==> src/common/sram_pkg.sv <==
package sram_pkg;

  // ==================================================================
  // Geometry
  // ==================================================================

  localparam int ADDR_WIDTH = 4;  // 16 words
  localparam int DATA_WIDTH = 16;
  localparam int STRB_WIDTH = DATA_WIDTH / 8;  // One strobe per byte lane
  localparam int DEPTH      = 1 << ADDR_WIDTH;

  // ==================================================================
  // Response queue
  // ==================================================================

  localparam int RESP_FIFO_AW = 2;  // 4 entries
  localparam int RESP_LIMIT   = 2;  // Stop accepting at half full

  // ==================================================================
  // Command and read word
  // ==================================================================

  // Command payload, held stable by the sender while cmd_ready is low
  typedef struct packed {
    logic [ADDR_WIDTH-1:0] addr;
    logic                  wr_en;    // 1 = write, 0 = read
    logic [DATA_WIDTH-1:0] wr_data;
    logic [STRB_WIDTH-1:0] wr_strb;  // Ignored on reads
  } sram_cmd_t;

  // Word leaving the array toward the response queue
  typedef struct packed {
    logic [DATA_WIDTH-1:0] data;
  } sram_rd_t;

endpackage

==> src/design/sync_fifo.sv <==
`timescale 1ns/1ps

module sync_fifo #(
  parameter int AW = sram_pkg::RESP_FIFO_AW
) (
  input  logic               clk,
  input  logic               rst_n,

  input  logic               push,
  input  sram_pkg::sram_rd_t wdata,

  input  logic               pop,
  output sram_pkg::sram_rd_t rdata,

  output logic               empty,
  output logic [AW:0]        count
);

  sram_pkg::sram_rd_t mem [1 << AW];

  logic [AW-1:0] wr_ptr;
  logic [AW-1:0] rd_ptr;
  logic          full;
  logic          do_push;
  logic          do_pop;

  assign full    = count[AW];  // Only set when count == 2**AW
  assign empty   = (count == '0);
  assign do_push = push && !full;
  assign do_pop  = pop && !empty;

  // ==================================================================
  // Storage
  // ==================================================================

  always_ff @(posedge clk) begin
    if (do_push) begin
      mem[wr_ptr] <= wdata;
    end
  end

  assign rdata = mem[rd_ptr];  // Head entry

  // ==================================================================
  // Pointers and occupancy
  // ==================================================================

  always_ff @(posedge clk) begin
    if (!rst_n) begin
      wr_ptr <= '0;
      rd_ptr <= '0;
      count  <= '0;
    end else begin
      if (do_push) begin
        wr_ptr <= wr_ptr + 1'b1;  // Wraps at depth
      end
      if (do_pop) begin
        rd_ptr <= rd_ptr + 1'b1;
      end
      case ({do_push, do_pop})
        2'b10:   count <= count + 1'b1;
        2'b01:   count <= count - 1'b1;
        default: count <= count;  // Idle or push and pop together
      endcase
    end
  end

endmodule

==> src/design/sram_array.sv <==
`timescale 1ns/1ps

module sram_array (
  input  logic                clk,
  input  logic                rst_n,

  input  logic                acc_en,
  input  sram_pkg::sram_cmd_t cmd,

  output sram_pkg::sram_rd_t  rd
);

  logic [sram_pkg::DATA_WIDTH-1:0] mem [sram_pkg::DEPTH];

  // ==================================================================
  // Reset pattern and byte-strobe write
  // ==================================================================

  always_ff @(posedge clk) begin
    if (!rst_n) begin
      // Each word starts out holding its own address
      for (int i = 0; i < sram_pkg::DEPTH; i++) begin
        mem[i] <= sram_pkg::DATA_WIDTH'(i);
      end
    end else if (acc_en && cmd.wr_en) begin
      for (int b = 0; b < sram_pkg::STRB_WIDTH; b++) begin
        if (cmd.wr_strb[b]) begin
          mem[cmd.addr][b*8 +: 8] <= cmd.wr_data[b*8 +: 8];  // Lane b only
        end
      end
    end
  end

  // ==================================================================
  // Registered read
  // ==================================================================

  // One cycle of latency, the word is valid after the accepting edge.
  // The register holds its value until the next read so the control
  // block can push it one edge later.
  always_ff @(posedge clk) begin
    if (acc_en && !cmd.wr_en) begin
      rd.data <= mem[cmd.addr];
    end
  end

endmodule

==> src/design/sram_ctrl.sv <==
`timescale 1ns/1ps

module sram_ctrl (
  input  logic                          clk,
  input  logic                          rst_n,

  // Command side
  input  logic                          cmd_valid,
  input  logic                          cmd_wr_en,
  output logic                          cmd_ready,

  // Array
  output logic                          acc_en,

  // Response queue
  output logic                          fifo_push,
  output logic                          fifo_pop,
  input  logic [sram_pkg::RESP_FIFO_AW:0] fifo_count,
  input  logic                          fifo_empty,

  // Response side
  output logic                          resp_valid,
  input  logic                          resp_ready
);

  logic                          rd_pending;  // Read latched, push due next edge
  logic [sram_pkg::RESP_FIFO_AW:0] occupancy;

  // ==================================================================
  // Command acceptance
  // ==================================================================

  // Count the read in flight as already occupying a queue slot
  assign occupancy = fifo_count + (sram_pkg::RESP_FIFO_AW + 1)'(rd_pending);
  assign cmd_ready = (occupancy < sram_pkg::RESP_LIMIT);
  assign acc_en    = cmd_valid && cmd_ready;  // Writes and reads alike

  // ==================================================================
  // Read in flight
  // ==================================================================

  always_ff @(posedge clk) begin
    if (!rst_n) begin
      rd_pending <= 1'b0;
    end else begin
      rd_pending <= acc_en && !cmd_wr_en;  // Lasts exactly one cycle
    end
  end

  assign fifo_push = rd_pending;  // Array read register is valid now

  // ==================================================================
  // Response handshake
  // ==================================================================

  assign resp_valid = !fifo_empty;
  assign fifo_pop   = resp_valid && resp_ready;

endmodule

==> src/design/sram_subsys_top.sv <==
`timescale 1ns/1ps

module sram_subsys_top (
  input  logic                clk,
  input  logic                rst_n,

  input  logic                cmd_valid,
  input  sram_pkg::sram_cmd_t cmd,
  output logic                cmd_ready,

  output logic                resp_valid,
  output sram_pkg::sram_rd_t  resp,
  input  logic                resp_ready
);

  logic                            acc_en;
  logic                            fifo_push;
  logic                            fifo_pop;
  logic                            fifo_empty;
  logic [sram_pkg::RESP_FIFO_AW:0] fifo_count;
  sram_pkg::sram_rd_t              rd_word;  // Array read register to queue

  // ==================================================================
  // Control
  // ==================================================================

  sram_ctrl i_sram_ctrl (
    .clk        (clk),
    .rst_n      (rst_n),
    .cmd_valid  (cmd_valid),
    .cmd_wr_en  (cmd.wr_en),
    .cmd_ready  (cmd_ready),
    .acc_en     (acc_en),
    .fifo_push  (fifo_push),
    .fifo_pop   (fifo_pop),
    .fifo_count (fifo_count),
    .fifo_empty (fifo_empty),
    .resp_valid (resp_valid),
    .resp_ready (resp_ready)
  );

  // ==================================================================
  // Storage and response queue
  // ==================================================================

  sram_array i_sram_array (
    .clk    (clk),
    .rst_n  (rst_n),
    .acc_en (acc_en),
    .cmd    (cmd),
    .rd     (rd_word)
  );

  sync_fifo #(
    .AW (sram_pkg::RESP_FIFO_AW)
  ) i_sync_fifo (
    .clk   (clk),
    .rst_n (rst_n),
    .push  (fifo_push),
    .wdata (rd_word),
    .pop   (fifo_pop),
    .rdata (resp),
    .empty (fifo_empty),
    .count (fifo_count)
  );

endmodule

==> config.mk <==
export PLATFORM = sky130hd
export DESIGN_NAME = sram_subsys_top
export DESIGN_NICKNAME = d
export VERILOG_FILES = /design/src/common/sram_pkg.sv /design/src/design/sync_fifo.sv /design/src/design/sram_array.sv /design/src/design/sram_ctrl.sv /design/src/design/sram_subsys_top.sv
export SDC_FILE = /design/constraint.sdc
export NUM_CORES = 1
export LEC_CHECK = 0
export BUFFER_PORTS_ARGS = -buffer_cell sky130_fd_sc_hd__buf_4
export CORE_ASPECT_RATIO = 0.6
export CORE_MARGIN = 2
export CORE_UTILIZATION = 30
export CTS_CLUSTER_DIAMETER = 30
export CTS_CLUSTER_SIZE = 25
export DETAILED_ROUTE_END_ITERATION = 10
export PLACE_DENSITY_LB_ADDON = 0.12
export SYNTH_ARGS = -nofsm -noshare
export SYNTH_HDL_FRONTEND = slang
export SYNTH_HIERARCHICAL = 1
export SYNTH_SLANG_ARGS = --single-unit
==> constraint.sdc <==
create_clock -name clk -period 3.4 [get_ports clk]
set_input_delay 0.68 -clock clk [delete_from_list [all_inputs] [get_ports clk]]
set_output_delay 0.68 -clock clk [all_outputs]
set_load 0.05 [all_outputs]
==> flow_summary_export.csv, run 1 <==
group,metric,value,unit
logic_synthesis,yosysSeqAreaShare,70.2,%
critical_path,crit_fanout,8,
sta,hold_violations,0,
floorplanning,core,48000,um2
sta,grt_setup_unrepaired,"no",
floorplanning,dieArea,50700,um2
global_route,grt_start_max_net_pins,42,
critical_path,critPathRequiredTime,3720,ps
route,vias,8627,
layout,final_util,37.9,%
layout,multi_input_area,4000,um2
outcome,outcome,"complete, no violations",
logic_synthesis,syn_area,14700,um2
logic_synthesis,synth_common_cells,"336 x edfxtp_1, 234 x nor2_1, 111 x nand2_1, 74 x mux4_2, 33 x o21ai_0",
clock_network,cts_tree,"built",
sta,slew-limit-headroom,41.0,%
route,antenna_left,0,
global_route,grt_pass1_vias,8631,
sta,setup_viol,0,
route,drt_pass1_iterations,4,
floorplanning,fp.dieW,289,um
route,drc,0,
layout,layout.area.seq,10300,um2
clock_network,cts.sinks,346,
power,power.leakage,6.04,nW
layout,stdcell_count,1782,
clock_network,htree_levels,2,
layout,area_growth,24.1,%
power,powerDensity,647,nW/um2
logic_synthesis,synth_cell_types,37,
floorplanning,io_pins,45,
logic_synthesis,postSynthCellCount,970,
place,portBuffers,44,
place,place_inst,1666,
global_route,grt_pass1_wl,61000,um
floorplanning,num_rows,62,
clock_network,cts_setup_buffers,0,
global_route,track_usage,16.7,%
layout,drive_gt1_share,27.1,%
global_route,grt_antenna_before_repair,0,
sta,finClkSkew,16.9,ps
clock_network,clk_pin_slew,50,ps
critical_path,critical_path_class,"reg2reg",
place,gp_congestion,0.760,
floorplanning,die_height,175,um
sta,finalSetupTns,0,ps
power,ir_worst_vdd,0.355,mV
logic_synthesis,yosys.area.top_type_share,68.8,%
route,wirelength,41200,um
sta,fmax,336,MHz
global_route,grt_overflow,0,
floorplanning,start_util,30.5,%
place,hpwl,27400,um
clock_network,insertion_delay,600,ps
worst_hold_path,min_path_type,"in2reg",
logic_synthesis,yosysWarnings,6,
critical_path,reg2reg_depth,8,
logic_synthesis,ys_seq_elements,346,
logic_synthesis,synth_top_area_cell,"edfxtp_1",
logic_synthesis,yosys-top-cells-area,"edfxtp_1 69%, mux4_2 11%, nor2_1 6.0%",
logic_synthesis,syn_nets,1004,
route,viasPerCell,4.84,
route,drt_iter0_drc,817,
flow_run,maxCapViolCount,0,
layout,nFillCells,4514,
logic_synthesis,synth_ff_type,"edfxtp_1",
sta,fin_crit,2970,ps
route,routedWlPerCell,23.1,um
critical_path,critPathCaptureType,"flip-flop",
layout,nets,1123,
sta,slew_violations,0,
sta,worst_pin_slew,886,ps
logic_synthesis,yosys.cell_count.top_type,"edfxtp_1",
clock_network,numCtsBuffers,61,
sta,min_period_over_period,87.4,%
clock_network,holdBufCountCts,0,
clock_network,ctsResizeCount,0,
layout,antenna_cells,0,
logic_synthesis,synth-edff-count,336,
logic_synthesis,synth_area_per_cell,15.1,um2
clock_network,clock-root-buffer,"clkbuf_16",
clock_network,cts_buffer_depth,3,
worst_hold_path,whs_path_depth,3,
critical_path,worstPathArrival,3300,ps
logic_synthesis,async_flop_share,0,%
critical_path,critPathLaunchType,"flip-flop",
==> flip-flops by register name, summed over array words and instances, names as in the netlist, named ones only <==
register	flops
i_sram_ctrl/fifo_push	1
i_sram_array/mem	256
i_sram_array/rd	16
i_sync_fifo/mem	64
i_sync_fifo/wr_ptr	2
i_sync_fifo/count	3
i_sync_fifo/rd_ptr	2
==> placed cells by master (no fill, tap or decap), drive strengths merged, types with 19 or more instances in the layout <==
cell / count
a22oi: 32
buf: 121
clkbuf: 64
clkinv: 19
edfxtp: 336
inv: 21
mux4: 80
nand2: 111
nor2: 235
o21ai: 37
==> power by group <==
group          leakage [nW]  total [mW]  switching [mW]  internal (mW)
registers              3.34        4.86          0.0475           4.81
clock network          1.02        6.28            2.31           3.97
logic                  1.69       0.642           0.415          0.227
total                  6.04        11.8            2.77           9.00
==> cells by family after synthesis <==
group | synth area share (%)
flops | 70.2
fa+ha+maj | 0.648
xor+xnor | 0.239
mux | 12.5
simple gates | 10.8
compound gates | 3.00
buf+inv | 2.60
==> metrics by stage <==
stage | hold WS [ps] | cell area, um2 | worst slack, ps | total power [mW]
2_1_floorplan | 459 | 14700 | 826 | 5.28
3_3_place_gp | 477 | 16100 | 474 | 5.59
3_5_place_dp | 494 | 16100 | 460 | 5.59
4_1_cts | 338 | 18200 | 436 | 11.9
5_1_grt | 345 | 18200 | 218 | 12.2
6_report | 362 | 18200 | 427 | 11.8
==> per-layer routing <==
| layer | GRT usage, % | vias up | part of all wire, % |
|---|---|---|---|
| li1 | - | 3886 | - |
| met1 | 27.9 | 4397 | 53 |
| met2 | 21.1 | 289 | 39 |
| met3 | 3.95 | 55 | 7.4 |
| met4 | 3.76 | 0 | 1.5 |
| met5 | 0 | - | 0 |
==> final cells by class <==
class                      count  area share, %
sequential                   346           56.5
timing repair buffer         121           5.20
clock inverter                52           3.31
multi-input combinational    552           22.0
clock buffer                  64           8.45
inverter                       7          0.144
tap                          640           4.40
==> path summary, 6_finish.rpt <==
path,startpoint,to,slack (ps)
worst max-delay path,i_sync_fifo/count[0],i_sram_array/mem[15][0],430
worst min-delay path,cmd_valid,i_sram_ctrl/fifo_push,360
worst max register to register,i_sync_fifo/count[0],i_sram_array/mem[15][0],430
worst min register to register,i_sync_fifo/rd_ptr[0],i_sync_fifo/rd_ptr[0],500
==> critical path, stage by stage, from the launching register on <==
cell and delay, ps:
dfxtp_1 350, and2_1 160, ha_1 180, xor2_1 190, nor3b_2 400, nand4_1 380, nor3_1 700, buf_4 230
nand2_1 100
No activity file was read; power rests on OpenSTA's default activity.
==> run 2, diff against run 1 <==
--- a/config.mk
+++ b/config.mk
@@ -15,5 +15,4 @@
 export PLACE_DENSITY_LB_ADDON = 0.12
 export SYNTH_ARGS = -nofsm -noshare
 export SYNTH_HDL_FRONTEND = slang
-export SYNTH_HIERARCHICAL = 1
 export SYNTH_SLANG_ARGS = --single-unit
==> run 2 against run 1 <==
  * Register-to-register slack better by 110 ps
  * Final cell count up 0.39%
  * Non-clock buffer count up 8
  * First-iteration DRC count up 33%
  * Synthesized cell count up 1.0%
  * Highest routed layer unchanged
  * Via count up 6.3%
  * Clock skew up 7.1 ps
  * Clock power up 3%
  * Flip-flop and latch count unchanged
  * Combinational power up 96%
  * Worst hold slack better by 120 ps
==> flow_summary_export.csv, run 2 <==
group,metric,value,unit
place,dpl_cell_area,16300,um2
global_route,grt_start_max_net_pins,61,
critical_path,critical_path_class,"reg2out",
flow_run,maxCapViolCount,0,
layout,area_growth,24.8,%
layout,reg_top3,"i_sram_array.mem (256), i_sync_fifo.mem (64), i_sram_array.rd (16)",
floorplanning,num_rows,62,
clock_network,cts_setup_buffers,0,
global_route,grt_overflow,0,
sta,holdWs,478,ps
sta,grt_setup_unrepaired,"no",
sta,worst_pin_slew,920,ps
sta,finalSetupTns,0,ps
sta,fin_crit,2880,ps
outcome,outcome,"complete, no violations",
clock_network,cts_tree,"built",
logic_synthesis,synth_compound_gate_area_share,2.94,%
route,drc,0,
route,antenna_left,0,
critical_path,critPathRequiredTime,2720,ps
sta,slew-limit-headroom,38.5,%
clock_network,cts_buffer_depth,3,
clock_network,insertion_delay,570,ps
clock_network,clk_pin_slew,50,ps
layout,registers.top_by_ff_count,"i_sram_array.mem",
layout,multi_input_area,4130,um2
logic_synthesis,synthAdderAreaFrac,0.642,%
floorplanning,dieArea,51200,um2
logic_synthesis,yosys-top-cells-area,"edfxtp_1 68%, mux4_2 12%, nor2_1 5.5%",
layout,final_cell_mix,"336 x edfxtp_1, 214 x nor2_1, 124 x buf_4",
logic_synthesis,synth_area_per_cell,15.1,um2
floorplanning,fp.dieW,291,um
route,drt_pass1_iterations,5,
layout,nets,1133,
clock_network,clock-root-buffer,"clkbuf_16",
floorplanning,start_util,30.7,%
critical_path,crit_fanout,6,
clock_network,ctsResizeCount,0,
layout,largest_reg_flops,256,
layout,layout_commonest_cell,"edfxtp_1",
floorplanning,io_pins,45,
logic_synthesis,synth_xor_area_share,0.465,%
layout,antenna_cells,0,
global_route,grt_pass1_vias,9207,
critical_path,worstPathArrival,2200,ps
critical_path,critPathCaptureType,"primary output",
logic_synthesis,synth_cell_types,37,
route,wirelength,45900,um
sta,fin_ws,517,ps
logic_synthesis,ys_seq_elements,346,
layout,design_area,18500,um2
logic_synthesis,yosysWarnings,0,
place,portBuffers,44,
logic_synthesis,yosys.area.top_type_share,68.2,%
worst_hold_path,min_path_type,"reg2reg",
sta,hold_violations,0,
critical_path,critPathLaunchType,"flip-flop",
sta,fmax,347,MHz
logic_synthesis,postSynthCellCount,980,
logic_synthesis,synth_mux_area_share,12.2,%
power,powerDensity,686,nW/um2
logic_synthesis,synth_top_family_by_area,"multiplexers",
logic_synthesis,yosysSeqAreaShare,69.5,%
sta,min_period_over_period,84.8,%
logic_synthesis,synth_common_cells,"336 x edfxtp_1, 216 x nor2_1, 87 x nand3_1, 80 x mux4_2, 42 x clkbuf_1",
logic_synthesis,syn_area,14800,um2
clock_network,holdBufCountCts,0,
clock_network,numCtsBuffers,66,
logic_synthesis,synth-simple-area-share,11.4,%
logic_synthesis,async_flop_share,0,%
clock_network,cts.sinks,346,
place,gp_congestion,0.804,
route,drt_iter0_drc,1086,
logic_synthesis,synth-edff-count,336,
sta,setup_viol,0,
logic_synthesis,syn_nets,1014,
layout,drive_gt1_share,28.2,%
place,hpwl,31400,um
route,vias,9173,
sta,slew_violations,0,
logic_synthesis,synth_ff_type,"edfxtp_1",
place,place_ws,333,ps
layout,final_util,38.3,%
floorplanning,core,48300,um2
power,power.leakage,6.08,nW
global_route,grt_antenna_before_repair,2,
logic_synthesis,yosys.cell_count.top_type,"edfxtp_1",
sta,finClkSkew,24.0,ps
global_route,track_usage,18.4,%
layout,nFillCells,4582,
layout,layout.area.seq,10300,um2
route,routedWlPerCell,25.7,um
floorplanning,die_height,176,um
route,viasPerCell,5.13,
power,ir_worst_vdd,0.319,mV
clock_network,htree_levels,3,
global_route,grt_pass1_wl,66900,um
logic_synthesis,synth_top_area_cell,"edfxtp_1",
run 2: cell types whose count changed after synthesis, moves of 7 or more:
cell | previous run | this run
nor2_1 | 234 | 216
clkbuf_1 | 29 | 42
nor3_1 | 5 | 12
nand3_1 | 5 | 87
nand2_1 | 111 | 28
run 2: area by class of cell:
| cell class | count | area share [%] |
|---|---|---|
| Clock inverter | 37 | 2.13 |
| Timing Repair Buffer | 129 | 5.58 |
| Multi-Input combinational cell | 549 | 22.3 |
| Clock buffer | 81 | 9.80 |
| Inverter | 7 | 0.142 |
| Tap cell | 640 | 4.33 |
| Sequential cell | 346 | 55.7 |
run 2: logic make-up after synthesis:
kind of cell / Yosys count
simple gates: 385
flops: 346
buf+inv: 85
mux: 81
compound gates: 69
xor+xnor: 7
fa+ha+maj: 7
run 2: worst max-delay path: stages, from the launching register on:
cell and delay, ps:
dfxtp_1 440, and2_1 170, ha_1 220, xor2_1 450, nor2_1 150, buf_4 230
run 2: worst paths after layout:
kind                            cells after the start                       to                  from  slack (ps)
worst max register to register                      7  i_sram_array.mem[8][10]  i_sync_fifo.count[0]         540
worst min register to register                      0    i_sync_fifo.mem[0][4]    i_sram_array.rd[4]         480
worst min-delay path                                0    i_sync_fifo.mem[0][4]    i_sram_array.rd[4]         480
worst max-delay path                                5                cmd_ready  i_sync_fifo.count[0]         520
run 2: per-stage QoR:
step	cells	total power, mW
floorplan	980	5.81
global placement	1671	6.31
detailed placement	1671	6.31
CTS	1789	12.8
global route	1789	13.1
finish	1789	12.7
run 2: per-layer routing:
layer  wire length [um]  track usage, %
met2              18200            24.3
met5                  0               0
met1              22700            28.7
met4                620            4.19
met3               4430            5.94
run 2: where the power goes:
part           switching, mW  total, mW  internal (mW)
combinational          0.807       1.26          0.449
clock                   2.20       6.45           4.26
sequential            0.0978       4.96           4.86
total                   3.10       12.7           9.57
==> run 3, diff against run 2 <==
==> constraint.sdc (replaced) <==
create_clock -name clk -period 2.6 [get_ports clk]
set_input_delay 0.52 -clock clk [delete_from_list [all_inputs] [get_ports clk]]
set_output_delay 0.52 -clock clk [all_outputs]
set_load 0.05 [all_outputs]
==> run 3 against run 2 <==
  * Largest cell class unchanged
  * Flip-flop and latch count stayed put
  * Highest routed layer unchanged
  * Critical path type unchanged
  * Largest power group unchanged
  * Critical path depth decreased by 2
  * Combinational power increased by 33%
  * Non-clock buffer count rose by 13
  * Final cell count rose by 0.28%
  * Sequential share of layout area is 0.13 points lower
  * Wire length decreased by 1.8%
==> flow_summary_export.csv, run 3 (same netlist as run 2, synthesis figures left out) <==
group,metric,value,unit
critical_path,critPathRequiredTime,2080,ps
power,p_total,16.2,mW
clock_network,htree_levels,2,
critical_path,cpLargestDelayFamily,"multiplexers",
critical_path,critPathSlowestCell,"mux4_2",
layout,antenna_cells,0,
power,power.leakage,6.08,nW
power,swShare,26.1,%
critical_path,rrSetupSlack,200,ps
global_route,grt_antenna_before_repair,2,
power,ir_worst_vdd,0.450,mV
clock_network,insertion_delay,610,ps
power,p_clk_share,49.6,%
sta,setup_viol,0,
flow_run,maxCapViolCount,0,
route,viasPerCell,5.07,
power,power.internal,12.0,mW
sta,slew_violations,0,
sta,fmax,407,MHz
sta,grt_setup_unrepaired,"no",
critical_path,crit-reg2reg-launch,"i_sync_fifo.count[0]",
route,vias,9099,
sta,finClkSkew,25.5,ps
global_route,grt_pass1_wl,66200,um
worst_hold_path,min_from,"cmd[5]",
critical_path,max_stage_delay,570,ps
global_route,track_usage,17.9,%
floorplanning,num_rows,62,
global_route,grt_start_max_net_pins,46,
critical_path,critPathLaunchType,"flip-flop",
sta,worst_pin_slew,569,ps
sta,slew-limit-headroom,62.0,%
route,wirelength,45100,um
layout,largest_reg_flops,256,
floorplanning,start_util,30.7,%
critical_path,crit_chain,"buf_6, mux4_2, buf_4",
clock_network,cts_buffer_depth,3,
clock_network,numCtsBuffers,58,
layout,drive_gt1_share,29.1,%
route,m1WireLength,22300,um
route,antenna_left,0,
worst_hold_path,min_path_type,"in2reg",
place,hpwl,30700,um
floorplanning,dieArea,51200,um2
route,routedWlPerCell,25.1,um
floorplanning,fp.dieW,291,um
layout,reg_top3,"i_sram_array.mem (256), i_sync_fifo.mem (64), i_sram_array.rd (16)",
sta,hold_violations,0,
critical_path,crit_fanout,16,
route,drt_iter0_drc,1108,
critical_path,critical_path_class,"reg2out",
power,p_comb_share,10.3,%
sta,min_period_over_period,94.6,%
floorplanning,core,48300,um2
place,gp_congestion,0.765,
sta,finalSetupTns,0,ps
power,switchingPower,4.22,mW
floorplanning,die_height,176,um
critical_path,critPathCaptureType,"primary output",
clock_network,clk_pin_slew,60,ps
outcome,outcome,"complete, no violations",
clock_network,clock-root-buffer,"clkbuf_16",
clock_network,cts_tree,"built",
route,wl_met2,18400,um
global_route,grt_pass1_vias,9295,
floorplanning,io_pins,45,
route,highest_layer,"met4",
power,share_seq_of_total_power,40.1,%
route,routed-wl-met3,3810,um
layout,area_growth,25.1,%
route,drc,0,
layout,nets,1138,
critical_path,worstPathArrival,1940,ps
power,powerDensity,874,nW/um2
layout,final_cell_mix,"336 x edfxtp_1, 214 x nor2_1, 133 x buf_4",
clock_network,cts.sinks,346,
critical_path,critPathBufInv,2,
place,portBuffers,44,
route,drt_pass1_iterations,5,
layout,registers.top_by_ff_count,"i_sram_array.mem",
sta,fin_crit,2460,ps
layout,layout_commonest_cell,"edfxtp_1",
global_route,grt_overflow,0,
-- run 3: changes by cell type in the layout (fill, tap and decap cells not counted), sizes merged --
cell	change
inv	+6
clkbuf	-21
clkinv	+4
buf	+13
clkinvlp	+1
bufinv	+2
-- run 3: final timing paths --
path | endpoint | cells past startpoint
setup reg to reg | i_sram_array.mem[2][9] | 7
hold / removal | i_sram_array.mem[13][3] | 3
hold reg to reg | i_sync_fifo.mem[1][1] | 0
setup / recovery | resp[1] | 3
-- run 3: power groups by stage --
stage	Combinational, mW	Clock, mW	Sequential [mW]
after floorplan	1.08	0	6.52
after global placement	1.69	0	6.59
after detailed placement	1.68	0	6.59
after CTS	1.69	8.17	6.48
after global routing	1.78	8.46	6.51
final	1.67	8.02	6.48
-- run 3: final cells by class --
| cell class | instances | area (um2) |
|---|---|---|
| tap | 640 | 801 |
| sequential | 346 | 10300 |
| inverter | 7 | 26.3 |
| clock inverter | 50 | 621 |
| fill | 4552 | 29700 |
| multi-input combinational | 549 | 4160 |
| clock buffer | 60 | 1460 |
| timing repair buffer | 142 | 1170 |
-- run 3: what timing repair did --
item / CTS / global route
cloned: 0 / 0
endpoints found under the setup margin: 1 / 12
hold buffers: 0 / 0
resized for setup: 3 / 2
setup buffers: 0 / 0
-- run 3: metrics by stage --
stage | area [um2] | instances | hold slack (ps) | util [%] | setup slack (ps)
after floorplan | 14800 | 980 | 459 | - | 221
after global placement | 16400 | 1684 | 496 | 34.0 | 160
after detailed placement | 16400 | 1684 | 505 | 34.0 | 148
after CTS | 18500 | 1794 | 331 | 38.4 | 5.38
after global routing | 18500 | 1794 | 343 | 38.4 | 33.9
final | 18500 | 1794 | 355 | 38.4 | 140
-- run 3: routing by layer --
| layer | GRT usage, % | up-vias |
|---|---|---|
| met4 | 3.07 | 0 |
| li1 | - | 4005 |
| met5 | 0 | - |
| met2 | 24.9 | 339 |
| met1 | 28.5 | 4695 |
| met3 | 4.09 | 60 |
-- run 3: worst register-to-register path, cell delays in order (launching register included) --
cell and delay (ps):
dfxtp_2 340, and2_1 140, ha_2 220, xnor2_2 290, nand4_1 220, buf_12 230, o21ai_1 430, buf_4 250
